[src/hw/icache_cfg_pkg.sv]
/*
  Instruction cache geometry and the vector types used on the LCE ports.
  Block size and beat count must stay consistent (BLOCK_BYTES = 8 * BEATS_PER_BLOCK).
  TIMEOUT_LIMIT is the number of blocked cycles before the front end yields a cycle.
*/
`default_nettype none

package icache_cfg_pkg;

  typedef logic [31:0] paddr_t;
  typedef logic [63:0] dword_t;
  // 4 ways
  typedef logic [1:0]  way_t;
  typedef logic [1:0]  lce_id_t;
  // two directories
  typedef logic [0:0]  cce_id_t;

  localparam int unsigned BLOCK_BYTES     = 64;
  localparam int unsigned BEATS_PER_BLOCK = 8;
  localparam int unsigned TIMEOUT_LIMIT   = 4;

  // front end request kinds
  typedef enum logic [1:0] {
    miss_load = 2'b00,
    uc_load   = 2'b01,
    none      = 2'b10
  } cache_req_type_e;

endpackage

`default_nettype wire

[src/hw/lce_cce_pkg.sv]
/*
  Message encodings between the instruction cache LCE and the directory (CCE).
  Only the request, response and command types used by the miss path exist here.
  Directory selection assumes two directories interleaved on block granularity.
  The msg_size_e encoding is log2 of the byte count minus 3.
*/
`default_nettype none

package lce_cce_pkg;

  // request types sent to the directory
  typedef enum logic [1:0] {
    req_rd    = 2'b00,
    req_uc_rd = 2'b01
  } lce_req_type_e;

  // response types, only the coherence ack is produced by this LCE
  typedef enum logic [1:0] {
    resp_none    = 2'b00,
    resp_coh_ack = 2'b01
  } lce_resp_type_e;

  // transfer size of a request
  typedef enum logic [2:0] {
    size_8   = 3'b000,
    size_16  = 3'b001,
    size_32  = 3'b010,
    size_64  = 3'b011,
    size_128 = 3'b100
  } msg_size_e;

  // full block fill, matches the 64 byte block of the cache
  localparam msg_size_e BLOCK_MSG_SIZE = size_64;

  // commands from the directory
  typedef enum logic [1:0] {
    cmd_set_tag        = 2'b00,
    cmd_set_tag_wakeup = 2'b01,
    cmd_data           = 2'b10,
    cmd_uc_data        = 2'b11
  } lce_cmd_type_e;

  // address bit that picks the owning directory
  localparam int unsigned CCE_SELECT_BIT = 6;

endpackage

`default_nettype wire

[src/hw/lce_req_fsm.sv]
/*
  Request side of the icache LCE. Handles one outstanding miss or uncached load.
  The replacement way must arrive on cache_req_metadata_v_i after the request
  is accepted, and the request is not sent before it has been captured.
  cache_req_ready_o is low whenever the command buffer is not empty.
  A coherent fill ends with one coh_ack, an uncached load ends with no response.
*/
`timescale 1ns/1ps
`default_nettype none

module lce_req_fsm (
  input  wire logic                             clk_i,
  input  wire logic                             reset_i,
  input  wire icache_cfg_pkg::lce_id_t          lce_id_i,

  input  wire logic                             cache_req_v_i,
  input  wire icache_cfg_pkg::cache_req_type_e  cache_req_type_i,
  input  wire icache_cfg_pkg::paddr_t           cache_req_addr_i,
  output      logic                             cache_req_ready_o,
  input  wire logic                             cache_req_metadata_v_i,
  input  wire icache_cfg_pkg::way_t             cache_req_repl_way_i,
  output      icache_cfg_pkg::paddr_t           miss_addr_o,

  input  wire logic                             data_done_i,
  input  wire logic                             uc_data_done_i,
  input  wire logic                             set_tag_done_i,
  input  wire logic                             set_tag_wakeup_done_i,
  input  wire logic                             coherence_blocked_i,
  input  wire logic                             cmd_idle_i,

  output      logic                             lce_req_v_o,
  input  wire logic                             lce_req_ready_i,
  output      lce_cce_pkg::lce_req_type_e       lce_req_type_o,
  output      icache_cfg_pkg::paddr_t           lce_req_addr_o,
  output      lce_cce_pkg::msg_size_e           lce_req_size_o,
  output      icache_cfg_pkg::way_t             lce_req_lru_way_o,
  output      icache_cfg_pkg::lce_id_t          lce_req_src_o,
  output      icache_cfg_pkg::cce_id_t          lce_req_dst_o,

  output      logic                             lce_resp_v_o,
  input  wire logic                             lce_resp_yumi_i,
  output      lce_cce_pkg::lce_resp_type_e      lce_resp_type_o,
  output      icache_cfg_pkg::paddr_t           lce_resp_addr_o,
  output      icache_cfg_pkg::lce_id_t          lce_resp_src_o,
  output      icache_cfg_pkg::cce_id_t          lce_resp_dst_o
);

  typedef enum logic [2:0] {
    st_ready,
    st_send_miss,
    st_send_uc,
    st_sleep,
    st_send_ack
  } state_e;

  typedef logic [$clog2(icache_cfg_pkg::TIMEOUT_LIMIT + 1)-1:0] tcount_t;

  state_e                 state_r, state_n;
  icache_cfg_pkg::paddr_t miss_addr_r;
  icache_cfg_pkg::way_t   repl_way_r;
  logic                   md_v_r;
  logic                   data_seen_r, tag_seen_r;
  logic                   data_seen, tag_seen;
  logic                   req_accept;
  logic                   in_send, is_uc;
  tcount_t                timeout_cnt_r;
  logic                   timeout;

  assign req_accept = cache_req_v_i & cache_req_ready_o;

  always_comb begin
    state_n   = state_r;
    // an event in this cycle counts as already seen
    data_seen = data_seen_r | data_done_i;
    tag_seen  = tag_seen_r | set_tag_done_i;
    case (state_r)
      st_ready: begin
        if (req_accept) begin
          if (cache_req_type_i == icache_cfg_pkg::miss_load) begin
            state_n = st_send_miss;
          end else if (cache_req_type_i == icache_cfg_pkg::uc_load) begin
            state_n = st_send_uc;
          end
        end
      end
      st_send_miss, st_send_uc: begin
        if (lce_req_v_o) begin
          state_n = st_sleep;
        end
      end
      st_sleep: begin
        if (set_tag_wakeup_done_i) begin
          state_n = st_send_ack;
        end else if (uc_data_done_i) begin
          state_n = st_ready;
        end else if (data_seen && tag_seen) begin
          state_n = st_send_ack;
        end
      end
      st_send_ack: begin
        if (lce_resp_yumi_i) begin
          state_n = st_ready;
        end
      end
      default: state_n = st_ready;
    endcase
  end

  always_ff @(posedge clk_i) begin
    if (reset_i) begin
      state_r     <= st_ready;
      md_v_r      <= 1'b0;
      data_seen_r <= 1'b0;
      tag_seen_r  <= 1'b0;
    end else begin
      state_r <= state_n;
      if (req_accept) begin
        md_v_r      <= 1'b0;
        data_seen_r <= 1'b0;
        tag_seen_r  <= 1'b0;
      end else begin
        // metadata comes one or more cycles after the request
        if (cache_req_metadata_v_i) begin
          md_v_r <= 1'b1;
        end
        data_seen_r <= data_seen;
        tag_seen_r  <= tag_seen;
      end
    end
  end

  always_ff @(posedge clk_i) begin
    if (req_accept) begin
      miss_addr_r <= cache_req_addr_i;
    end
    if (cache_req_metadata_v_i) begin
      repl_way_r <= cache_req_repl_way_i;
    end
  end

  // count consecutive cycles with a command stuck behind a busy cache
  always_ff @(posedge clk_i) begin
    if (reset_i || !coherence_blocked_i) begin
      timeout_cnt_r <= '0;
    end else if (!timeout) begin
      timeout_cnt_r <= timeout_cnt_r + 1'b1;
    end
  end

  assign timeout = (timeout_cnt_r == tcount_t'(icache_cfg_pkg::TIMEOUT_LIMIT));

  assign cache_req_ready_o = (state_r == st_ready) & cmd_idle_i & ~timeout;
  assign miss_addr_o       = miss_addr_r;

  assign is_uc   = (state_r == st_send_uc);
  assign in_send = (state_r == st_send_miss) | is_uc;

  // ready comes first, valid follows only with the way captured
  assign lce_req_v_o    = in_send & lce_req_ready_i & md_v_r;
  assign lce_req_type_o = is_uc ? lce_cce_pkg::req_uc_rd : lce_cce_pkg::req_rd;

  // uncached loads fetch the aligned dword
  assign lce_req_addr_o = is_uc
    ? (miss_addr_r & ~icache_cfg_pkg::paddr_t'($bits(icache_cfg_pkg::dword_t) / 8 - 1))
    : (miss_addr_r & ~icache_cfg_pkg::paddr_t'(icache_cfg_pkg::BLOCK_BYTES - 1));
  assign lce_req_size_o    = is_uc ? lce_cce_pkg::size_8 : lce_cce_pkg::BLOCK_MSG_SIZE;
  assign lce_req_lru_way_o = repl_way_r;
  assign lce_req_src_o     = lce_id_i;
  assign lce_req_dst_o     =
    icache_cfg_pkg::cce_id_t'(lce_req_addr_o[lce_cce_pkg::CCE_SELECT_BIT]);

  assign lce_resp_v_o    = (state_r == st_send_ack);
  assign lce_resp_type_o = lce_resp_v_o ? lce_cce_pkg::resp_coh_ack : lce_cce_pkg::resp_none;
  assign lce_resp_addr_o = miss_addr_r;
  assign lce_resp_src_o  = lce_id_i;
  assign lce_resp_dst_o  =
    icache_cfg_pkg::cce_id_t'(miss_addr_r[lce_cce_pkg::CCE_SELECT_BIT]);

  // exactly one request per miss, only from a send state
  a_req_once : assert property (@(posedge clk_i) disable iff (reset_i)
    lce_req_v_o |-> in_send ##1 (!lce_req_v_o && state_r == st_sleep));

  // response held with stable fields until the directory takes it
  a_resp_hold : assert property (@(posedge clk_i) disable iff (reset_i)
    (lce_resp_v_o && !lce_resp_yumi_i) |=>
      (lce_resp_v_o && $stable(lce_resp_addr_o) && $stable(lce_resp_type_o)
       && $stable(lce_resp_dst_o)));

endmodule

`default_nettype wire

[src/hw/lce_cmd_handler.sv]
/*
  Command side of the icache LCE. Buffers one directory command and writes it
  into the cache arrays as a single-cycle fill strobe once cache_busy_i is low.
  The cache has no ready, so cache_busy_i only delays the strobe.
  A data command is one beat, data_done fires on the last beat of a block.
*/
`timescale 1ns/1ps
`default_nettype none

module lce_cmd_handler (
  input  wire logic                          clk_i,
  input  wire logic                          reset_i,

  input  wire logic                          lce_cmd_v_i,
  output      logic                          lce_cmd_ready_o,
  input  wire lce_cce_pkg::lce_cmd_type_e    lce_cmd_type_i,
  input  wire icache_cfg_pkg::paddr_t        lce_cmd_addr_i,
  input  wire icache_cfg_pkg::way_t          lce_cmd_way_i,
  input  wire icache_cfg_pkg::dword_t        lce_cmd_data_i,

  input  wire logic                          cache_busy_i,
  output      logic                          fill_v_o,
  output      lce_cce_pkg::lce_cmd_type_e    fill_type_o,
  output      icache_cfg_pkg::paddr_t        fill_addr_o,
  output      icache_cfg_pkg::way_t          fill_way_o,
  output      icache_cfg_pkg::dword_t        fill_data_o,

  output      logic                          data_done_o,
  output      logic                          uc_data_done_o,
  output      logic                          set_tag_done_o,
  output      logic                          set_tag_wakeup_done_o,
  output      logic                          coherence_blocked_o,
  output      logic                          cmd_idle_o
);

  typedef logic [$clog2(icache_cfg_pkg::BEATS_PER_BLOCK)-1:0] beat_t;

  logic                       buf_v_r;
  lce_cce_pkg::lce_cmd_type_e buf_type_r;
  icache_cfg_pkg::paddr_t     buf_addr_r;
  icache_cfg_pkg::way_t       buf_way_r;
  icache_cfg_pkg::dword_t     buf_data_r;
  beat_t                      beat_cnt_r;
  logic                       cmd_accept;
  logic                       data_beat, last_beat;

  assign lce_cmd_ready_o = ~buf_v_r;
  assign cmd_accept      = lce_cmd_v_i & lce_cmd_ready_o;

  // entry is freed in the strobe cycle
  always_ff @(posedge clk_i) begin
    if (reset_i) begin
      buf_v_r <= 1'b0;
    end else if (cmd_accept) begin
      buf_v_r <= 1'b1;
    end else if (fill_v_o) begin
      buf_v_r <= 1'b0;
    end
  end

  always_ff @(posedge clk_i) begin
    if (cmd_accept) begin
      buf_type_r <= lce_cmd_type_i;
      buf_addr_r <= lce_cmd_addr_i;
      buf_way_r  <= lce_cmd_way_i;
      buf_data_r <= lce_cmd_data_i;
    end
  end

  assign data_beat = fill_v_o & (buf_type_r == lce_cce_pkg::cmd_data);
  assign last_beat = (beat_cnt_r == beat_t'(icache_cfg_pkg::BEATS_PER_BLOCK - 1));

  always_ff @(posedge clk_i) begin
    if (reset_i) begin
      beat_cnt_r <= '0;
    end else if (data_beat) begin
      beat_cnt_r <= last_beat ? '0 : beat_cnt_r + 1'b1;
    end
  end

  assign fill_v_o    = buf_v_r & ~cache_busy_i;
  assign fill_type_o = buf_type_r;
  assign fill_addr_o = buf_addr_r;
  assign fill_way_o  = buf_way_r;
  assign fill_data_o = buf_data_r;

  // events go out with the strobe
  assign data_done_o           = data_beat & last_beat;
  assign uc_data_done_o        = fill_v_o & (buf_type_r == lce_cce_pkg::cmd_uc_data);
  assign set_tag_done_o        = fill_v_o & (buf_type_r == lce_cce_pkg::cmd_set_tag);
  assign set_tag_wakeup_done_o = fill_v_o & (buf_type_r == lce_cce_pkg::cmd_set_tag_wakeup);

  assign coherence_blocked_o = buf_v_r & cache_busy_i;
  assign cmd_idle_o          = ~buf_v_r;

  // no write into a busy cache, and a blocked command is still there next cycle
  a_no_fill_busy : assert property (@(posedge clk_i) disable iff (reset_i)
    (buf_v_r && cache_busy_i) |-> !fill_v_o ##1 (buf_v_r && $stable(fill_addr_o)));

endmodule

`default_nettype wire

[src/hw/icache_lce.sv]
/*
  Instruction cache LCE miss path: request state machine plus command handler.
  One outstanding miss at a time, no invalidations or writebacks.
  The cache arrays and the directory sit outside this block.
*/
`timescale 1ns/1ps
`default_nettype none

module icache_lce (
  input  wire logic                             clk_i,
  input  wire logic                             reset_i,
  input  wire icache_cfg_pkg::lce_id_t          lce_id_i,

  input  wire logic                             cache_req_v_i,
  input  wire icache_cfg_pkg::cache_req_type_e  cache_req_type_i,
  input  wire icache_cfg_pkg::paddr_t           cache_req_addr_i,
  output      logic                             cache_req_ready_o,
  input  wire logic                             cache_req_metadata_v_i,
  input  wire icache_cfg_pkg::way_t             cache_req_repl_way_i,
  output      icache_cfg_pkg::paddr_t           miss_addr_o,

  output      logic                             lce_req_v_o,
  input  wire logic                             lce_req_ready_i,
  output      lce_cce_pkg::lce_req_type_e       lce_req_type_o,
  output      icache_cfg_pkg::paddr_t           lce_req_addr_o,
  output      lce_cce_pkg::msg_size_e           lce_req_size_o,
  output      icache_cfg_pkg::way_t             lce_req_lru_way_o,
  output      icache_cfg_pkg::lce_id_t          lce_req_src_o,
  output      icache_cfg_pkg::cce_id_t          lce_req_dst_o,

  output      logic                             lce_resp_v_o,
  input  wire logic                             lce_resp_yumi_i,
  output      lce_cce_pkg::lce_resp_type_e      lce_resp_type_o,
  output      icache_cfg_pkg::paddr_t           lce_resp_addr_o,
  output      icache_cfg_pkg::lce_id_t          lce_resp_src_o,
  output      icache_cfg_pkg::cce_id_t          lce_resp_dst_o,

  input  wire logic                             lce_cmd_v_i,
  output      logic                             lce_cmd_ready_o,
  input  wire lce_cce_pkg::lce_cmd_type_e       lce_cmd_type_i,
  input  wire icache_cfg_pkg::paddr_t           lce_cmd_addr_i,
  input  wire icache_cfg_pkg::way_t             lce_cmd_way_i,
  input  wire icache_cfg_pkg::dword_t           lce_cmd_data_i,

  input  wire logic                             cache_busy_i,
  output      logic                             fill_v_o,
  output      lce_cce_pkg::lce_cmd_type_e       fill_type_o,
  output      icache_cfg_pkg::paddr_t           fill_addr_o,
  output      icache_cfg_pkg::way_t             fill_way_o,
  output      icache_cfg_pkg::dword_t           fill_data_o
);

  // events from the command side to the request side
  logic data_done, uc_data_done, set_tag_done, set_tag_wakeup_done;
  logic coherence_blocked, cmd_idle;

  lce_req_fsm u_req_fsm (
    .clk_i                 (clk_i),
    .reset_i               (reset_i),
    .lce_id_i              (lce_id_i),
    .cache_req_v_i         (cache_req_v_i),
    .cache_req_type_i      (cache_req_type_i),
    .cache_req_addr_i      (cache_req_addr_i),
    .cache_req_ready_o     (cache_req_ready_o),
    .cache_req_metadata_v_i(cache_req_metadata_v_i),
    .cache_req_repl_way_i  (cache_req_repl_way_i),
    .miss_addr_o           (miss_addr_o),
    .data_done_i           (data_done),
    .uc_data_done_i        (uc_data_done),
    .set_tag_done_i        (set_tag_done),
    .set_tag_wakeup_done_i (set_tag_wakeup_done),
    .coherence_blocked_i   (coherence_blocked),
    .cmd_idle_i            (cmd_idle),
    .lce_req_v_o           (lce_req_v_o),
    .lce_req_ready_i       (lce_req_ready_i),
    .lce_req_type_o        (lce_req_type_o),
    .lce_req_addr_o        (lce_req_addr_o),
    .lce_req_size_o        (lce_req_size_o),
    .lce_req_lru_way_o     (lce_req_lru_way_o),
    .lce_req_src_o         (lce_req_src_o),
    .lce_req_dst_o         (lce_req_dst_o),
    .lce_resp_v_o          (lce_resp_v_o),
    .lce_resp_yumi_i       (lce_resp_yumi_i),
    .lce_resp_type_o       (lce_resp_type_o),
    .lce_resp_addr_o       (lce_resp_addr_o),
    .lce_resp_src_o        (lce_resp_src_o),
    .lce_resp_dst_o        (lce_resp_dst_o)
  );

  lce_cmd_handler u_cmd_handler (
    .clk_i                (clk_i),
    .reset_i              (reset_i),
    .lce_cmd_v_i          (lce_cmd_v_i),
    .lce_cmd_ready_o      (lce_cmd_ready_o),
    .lce_cmd_type_i       (lce_cmd_type_i),
    .lce_cmd_addr_i       (lce_cmd_addr_i),
    .lce_cmd_way_i        (lce_cmd_way_i),
    .lce_cmd_data_i       (lce_cmd_data_i),
    .cache_busy_i         (cache_busy_i),
    .fill_v_o             (fill_v_o),
    .fill_type_o          (fill_type_o),
    .fill_addr_o          (fill_addr_o),
    .fill_way_o           (fill_way_o),
    .fill_data_o          (fill_data_o),
    .data_done_o          (data_done),
    .uc_data_done_o       (uc_data_done),
    .set_tag_done_o       (set_tag_done),
    .set_tag_wakeup_done_o(set_tag_wakeup_done),
    .coherence_blocked_o  (coherence_blocked),
    .cmd_idle_o           (cmd_idle)
  );

endmodule

`default_nettype wire

[config.mk]
export PLATFORM = sky130hd
export DESIGN_NAME = icache_lce
export DESIGN_NICKNAME = d
export VERILOG_FILES = /design/src/hw/icache_cfg_pkg.sv /design/src/hw/lce_cce_pkg.sv /design/src/hw/lce_req_fsm.sv /design/src/hw/lce_cmd_handler.sv /design/src/hw/icache_lce.sv
export SDC_FILE = /design/constraint.sdc
export NUM_CORES = 1
export LEC_CHECK = 0
export ABC_CLOCK_PERIOD_IN_PS = 5300
export BUFFER_PORTS_ARGS = -buffer_cell sky130_fd_sc_hd__buf_2
export CAP_MARGIN = 5
export CORE_AREA = 2 2 139 141
export CTS_CLUSTER_SIZE = 8
export DETAILED_ROUTE_END_ITERATION = 8
export DIE_AREA = 0 0 141 143
export PLACE_DENSITY = 0.62
export SYNTH_ARGS = -nofsm -noshare
export SYNTH_HDL_FRONTEND = slang
export SYNTH_SLANG_ARGS = --single-unit
[constraint.sdc]
create_clock -name clk_i -period 5.3 [get_ports clk_i]
set_clock_uncertainty 0.15 [all_clocks]
set_input_delay 0 -clock clk_i [delete_from_list [all_inputs] [get_ports clk_i]]
set_output_delay 0 -clock clk_i [all_outputs]
set_load 0.02 [all_outputs]
==> metrics.txt, run 1 <==
Period minus WS final between 2 and 2.5 ns; RePlAce Congestion 0.804; Tot Pwr 3.44 mW; hold crit path type input port to flip-flop; GRT Util Overall 15.6%; Slew Viols, Final 0; Most Used Layer, Global Route met2; placed cell count 808; Synth Area per Inst between 15 and 20 um^2; number of setup violations in the final report 0; synth unique cells 34; Clk Latency, worst-skew pair 0.41 ns; post-synthesis cell count ~290; clock sinks 147; Chip Width 141 um; largest net degree at the start of global routing 61; WL final 16500 um; P per Cell Area 387 nW/um^2; vias post-DR 4047; CTS tree built; max cap viols 0; WHS Path Cells 4; register area 4280 um^2; f_max roughly 0.44 GHz; Placed Area 6850 um^2; vias in the first global route 4362; startpoint types flip-flop; drt first pass iters 4; slew margin rel. 46.9%; Hold Worst Slack 0.108 ns; Iteration-0 DRC Markers 160; Die ar. 20200 um^2; diodes inserted 0; H-tree Lvls 4; detailed placer's ending HPWL 11200 um; Worst IR Drop VDD approximately 0.22 mV; Setup Crit Path Kind flip-flop to flip-flop; CTS Buf Count 17; clock buffer depth 2; Crit path required time 5.18 ns; Seq/Total Area, Yosys roughly four fifths; leakage power 3.87 nW; starting density of the core 28.7%; initial antenna violation count 0; setup TNS 0 ns; first-pass GRT wire length ~23000 um; share of cells above drive strength 1 51.5%; unrepaired setup endpoints after global routing false; io pins 362; # rows 50; Ys Warns 0; DRC 0; worst slew pin tran 0.795 ns; global route overflow 0; multi-input logic area ~480 um^2; Reg2Reg Depth 3; Routed WL per cell 16.8 um; Post-DRT Antenna Nets 0; Final Instance Area around 9000 um^2; result of the run finished, final reports clean; Cell Count, Final, Fillers Out ~990; nature of the critical path endpoint flip-flop; final hold violation count 0; part of the cycle the worst path needs 43.0%; Yosys reg bits between 100 and 150; CTS root buf clkbuf_16; synthesized area 5330 um^2; CP startpoint u_cmd_handler.buf_v_r$_SDFFE_PP0P_; area of the core 18600 um^2; Reg-to-Reg Start u_cmd_handler.buf_v_r$_SDFFE_PP0P_; Layout area overhead 66.8%; post-CTS sizing 0; Vias/cell approximately 4.1; nets 888; R2R Setup Slk 3.02 ns; met1 usage 16.4%; hold_sp lce_req_ready_i; setup ws final 3.02 ns; Die Ht ~140 um; met3 Use GR 6.61%; Placement Setup Slack 3.03 ns; GR Util met2 28.8%; CP max FO 60; fin util a little under half; port bufs 349; CTS clk-pin slew, worst paths ~0.07 ns; Filler Cell Count 1593; WP data arrival 2.16 ns
[cells by family after synthesis]
family | Yosys count | share of synthesized area [%]
flops | 147 | 80.3
other cells | 1 | 0.0703
xor+xnor | 2 | 0.329
mux | 2 | 0.375
simple gates | 36 | 4.04
buf+inv | 83 | 11.1
compound gates | 19 | 2.82
fa+ha+maj | 4 | 0.939
[critical path: stages, from the launching register on]
cell and delay (ns):
dfxtp_1 0.41, nor2b_4 0.13, buf_4 0.45, buf_4 0.68
[cells in the final DEF (no fill, tap or decap), types with 4 or more instances in the layout]
cell / synthesis / routed
dfxtp_1: 13 / 13
nor2_1: 9 / 9
inv_6: 0 / 4
dlygate4sd3_1: 0 / 145
ha_1: 4 / 4
inv_1: 6 / 6
clkbuf_16: 0 / 17
edfxtp_1: 134 / 134
and2_1: 5 / 5
nand2_1: 4 / 4
conb_1: 1 / 6
buf_2: 2 / 349
a21oi_1: 7 / 7
[flip-flops by register name, indices dropped and copies added, names as in the netlist]
register	count
u_cmd_handler.fill_data_o	64
u_cmd_handler.fill_addr_o	32
u_req_fsm.lce_resp_addr_o	32
u_cmd_handler.beat_cnt_r	3
u_req_fsm.state_r	3
u_req_fsm.timeout_cnt_r	3
u_cmd_handler.fill_type_o	2
u_cmd_handler.fill_way_o	2
u_req_fsm.lce_req_lru_way_o	2
u_cmd_handler.buf_v_r	1
u_req_fsm.data_seen_r	1
u_req_fsm.md_v_r	1
u_req_fsm.tag_seen_r	1
[cells in the mapped netlist]
library cell | n | area [um^2]
edfxtp_1 | 134 | 4020
buf_4 | 74 | 556
dfxtp_1 | 13 | 260
nor2_1 | 9 | 33.8
a21oi_1 | 7 | 35.0
inv_1 | 6 | 22.5
and2_1 | 5 | 31.3
ha_1 | 4 | 50.1
nand2_1 | 4 | 15.0
a211oi_1 | 3 | 22.5
nand3b_1 | 3 | 22.5
nor3_1 | 3 | 15.0
nor3b_1 | 3 | 22.5
buf_2 | 2 | 10.0
mux2i_1 | 2 | 20.0
o21a_1 | 2 | 15.0
or3_1 | 2 | 12.5
xnor2_1 | 2 | 17.5
a2111oi_4 | 1 | 27.5
a21o_1 | 1 | 7.51
a221oi_2 | 1 | 15.0
a31oi_1 | 1 | 6.26
a41oi_1 | 1 | 8.76
and2b_1 | 1 | 7.51
and4bb_1 | 1 | 12.5
clkbuf_1 | 1 | 3.75
conb_1 | 1 | 3.75
nand2b_1 | 1 | 6.26
nand3_1 | 1 | 5.00
nor2b_1 | 1 | 6.26
nor4b_2 | 1 | 15.0
o21ai_1 | 1 | 5.00
o21bai_1 | 1 | 7.51
or4b_1 | 1 | 10.0
[metal layers]
layer / wire [um] / up-vias / part of all wire [%]
met1: 6130 / 1919 / 37
met2: 8690 / 228 / 53
met4: 193 / 0 / 1.2
met5: 0 / - / 0
met3: 1490 / 12 / 9.0
li1: - / 1888 / -
[timing repair]
action | 4_1_cts | 5_1_grt
setup buffers | 0 | 0
hold buffers | 145 | 0
setup endpoints to repair | 0 | 0
endpoints found under the hold margin | 153 | 0
[report_power, final]
group	switching, mW	internal, mW	total (mW)
Sequential	0.0767	1.40	1.48
Clock	0.520	0.669	1.19
Combinational	0.484	0.289	0.773
[final timing paths]
check,to
hold reg to reg,u_cmd_handler.beat_cnt_r[1]$_SDFFE_PP0N_
hold / removal,u_req_fsm.state_r[0]$_SDFFE_PP0P_
setup reg to reg,u_cmd_handler.fill_addr_o[1]$_DFFE_PP_
setup / recovery,u_cmd_handler.fill_addr_o[1]$_DFFE_PP_
[layout make-up]
cell class	instances	area share (%)
repair buffers	497	36.2
clock inverters	15	1.87
clock buffers	17	4.78
multi-input cells	69	5.43
flip-flops and latches	147	48.2
inverters	6	0.253
well taps	234	3.29
Power figures use the tool's default switching activity.
==> run 2: changes to the inputs <==
--- a/config.mk
+++ b/config.mk
@@ -5,7 +5,7 @@
 export SDC_FILE = /design/constraint.sdc
 export NUM_CORES = 1
 export LEC_CHECK = 0
-export ABC_CLOCK_PERIOD_IN_PS = 5300
+export ABC_CLOCK_PERIOD_IN_PS = 1950
 export BUFFER_PORTS_ARGS = -buffer_cell sky130_fd_sc_hd__buf_2
 export CAP_MARGIN = 5
 export CORE_AREA = 2 2 139 141
==> constraint.sdc (replaced) <==
create_clock -name clk_i -period 1.95 [get_ports clk_i]
set_clock_uncertainty 0.15 [all_clocks]
set_input_delay 0 -clock clk_i [delete_from_list [all_inputs] [get_ports clk_i]]
set_output_delay 0 -clock clk_i [all_outputs]
set_load 0.02 [all_outputs]
==> run 2 against run 1 <==
Via count up 0.96%. Non-clock buffer count up 10. Die area unchanged. Final cell count up 1.0%. Critical path type unchanged. Critical endpoint is now u_req_fsm.state_r[1]$_SDFFE_PP0P_.
==> metrics.txt, run 2 (synthesis gave the netlist of run 1 again) <==
vias in the first global route 4328 (was 4362); vias post-DR 4086 (was 4047); io pins 362 (unchanged); Die ar. 20200 um^2 (unchanged); fin util 48.3% (was 47.9%); WL final 16700 um (was 16500 um); initial antenna violation count 1 (was 0); result of the run finished, final reports clean (unchanged); CTS Buf Count 17 (unchanged); setup TNS 0 ns (unchanged); detailed placer's ending HPWL 11500 um (was 11200 um); Post-DRT Antenna Nets 0 (unchanged); share of cells above drive strength 1 53.4% (was 51.5%); nature of the critical path endpoint flip-flop (unchanged); first-pass GRT wire length 24000 um (was 23500 um); port bufs 349 (unchanged); Cell Count, Final, Fillers Out 995 (was 985); area of the core 18600 um^2 (unchanged); starting density of the core 28.7% (unchanged); setup ws final 0.0722 ns (was 3.02 ns); Routed WL per cell 16.8 um (about the same); Final Instance Area 8980 um^2 (was 8890 um^2); crit-path max cell delay 0.47 ns (was 0.68 ns); Die Ht 143 um (unchanged); Iteration-0 DRC Markers 152 (was 160); R2R Setup Slk 0.07 ns (was 3.02 ns); most frequent cells in the layout buf_2, dlygate4sd3_1, edfxtp_1 (unchanged); Placed Area 6940 um^2 (was 6850 um^2); RePlAce Congestion 0.761 (was 0.804); H-tree Lvls 4 (unchanged); CP max FO 5 (was 60); startpoint types flip-flop (unchanged); # rows 50 (unchanged); number of setup violations in the final report 0 (unchanged); largest net degree at the start of global routing 84 (was 61); P per Cell Area 1030 nW/um^2 (was 387 nW/um^2); Clk Latency, worst-skew pair 0.41 ns (about the same); hold crit path type input port to flip-flop (unchanged); CTS root buf clkbuf_16 (unchanged); CP cell instances ha_1 > ha_2 > and2_4 > a221oi_2 > a2111oi_4 > a21oi_1 > a211oi_1 (was nor2b_4 > buf_4 > buf_4); Worst IR Drop VDD 0.528 mV (was 0.224 mV); drt first pass iters 4 (unchanged); Chip Width 141 um (unchanged); Layout area overhead 68.4% (was 66.8%); placed cell count 816 (was 808); Crit-path slowest cell a2111oi_4 (was buf_4); part of the cycle the worst path needs 96.3% (was 43.0%); Vias/cell 4.11 (about the same); Setup Crit Path Kind flip-flop to flip-flop (unchanged); DRC 0 (unchanged); Period minus WS final 1.88 ns (was 2.28 ns); GRT Util Overall 16.2% (was 15.6%); Slew Viols, Final 0 (unchanged); commonest non-fill, non-tap cell in the layout buf_2 (unchanged); Placement Setup Slack 0.0313 ns (was 3.03 ns); nets 898 (was 888); max cap viols 0 (unchanged); max reg flops 64 (unchanged); WP data arrival 2.06 ns (was 2.16 ns); CTS clk-pin slew, worst paths 0.06 ns (was 0.07 ns); final hold violation count 0 (unchanged); Crit path required time 2.13 ns (was 5.18 ns); clock sinks 147 (unchanged); CTS tree built (unchanged); f_max 0.533 GHz (was 0.439 GHz); clock buffer depth 2 (unchanged); global route overflow 0 (unchanged); leakage power 3.91 nW (was 3.87 nW)
[run 2: per-layer routing]
metal  share of wire (%)  vias up  routed length [um]  GRT usage (%)
met3                 8.5       22                1420           6.51
li1                    -     1907                   -              -
met4                 1.5        2                 255           4.95
met2                  53      238                8830           29.9
met5               0.072        -                  12              0
met1                  37     1917                6180           16.9
[run 2: through the flow]
stage	hold slack [ns]	power, mW
after floorplan	-0.0511	5.46
after global placement	-0.150	5.99
after detailed placement	-0.150	6.02
after CTS	0.0660	9.32
after global routing	0.0675	9.63
final	0.0771	9.23
[run 2: area by class of cell]
| cell class | count | area [um^2] |
|---|---|---|
| Antenna cell | 1 | 2.50 |
| Clock buffer | 17 | 425 |
| Clock inverter | 14 | 121 |
| Fill cell | 1622 | 9600 |
| Inverter | 6 | 22.5 |
| Multi-Input combinational cell | 69 | 509 |
| Sequential cell | 147 | 4290 |
| Tap cell | 234 | 293 |
| Timing Repair Buffer | 507 | 3320 |
[run 2: where the power goes]
group | internal [mW] | leakage [nW] | switching (mW)
sequential | 3.81 | 1.39 | 0.177
combinational | 0.861 | 2.27 | 1.36
clock | 1.66 | 0.254 | 1.37
total | 6.33 | 3.91 | 2.90
[run 2: final timing paths]
kind                                            start                                       end  depth (start not counted)
min                                       lce_cmd_v_i   u_cmd_handler.fill_data_o[24]$_DFFE_PP_                          3
max reg2reg  u_cmd_handler.beat_cnt_r[0]$_SDFFE_PP0N_         u_req_fsm.state_r[1]$_SDFFE_PP0P_                          7
max          u_cmd_handler.beat_cnt_r[0]$_SDFFE_PP0N_         u_req_fsm.state_r[1]$_SDFFE_PP0P_                          7
min reg2reg  u_cmd_handler.beat_cnt_r[1]$_SDFFE_PP0N_  u_cmd_handler.beat_cnt_r[1]$_SDFFE_PP0N_                          2
[run 2: what timing repair did]
item	4_1_cts	5_1_grt
buffers inserted	0	3
endpoints found under the setup margin	0	3
hold buffers	144	0
hold endpoints to repair	159	0
resized for setup	0	7
[run 2: critical path: cells and delay by family (launching register included)]
| family | cells | cell delay [ns] |
|---|---|---|
| fa+ha+maj | 2 | 0.34 |
| flops | 1 | 0.34 |
| compound gates | 4 | 0.82 |
| simple gates | 1 | 0.14 |
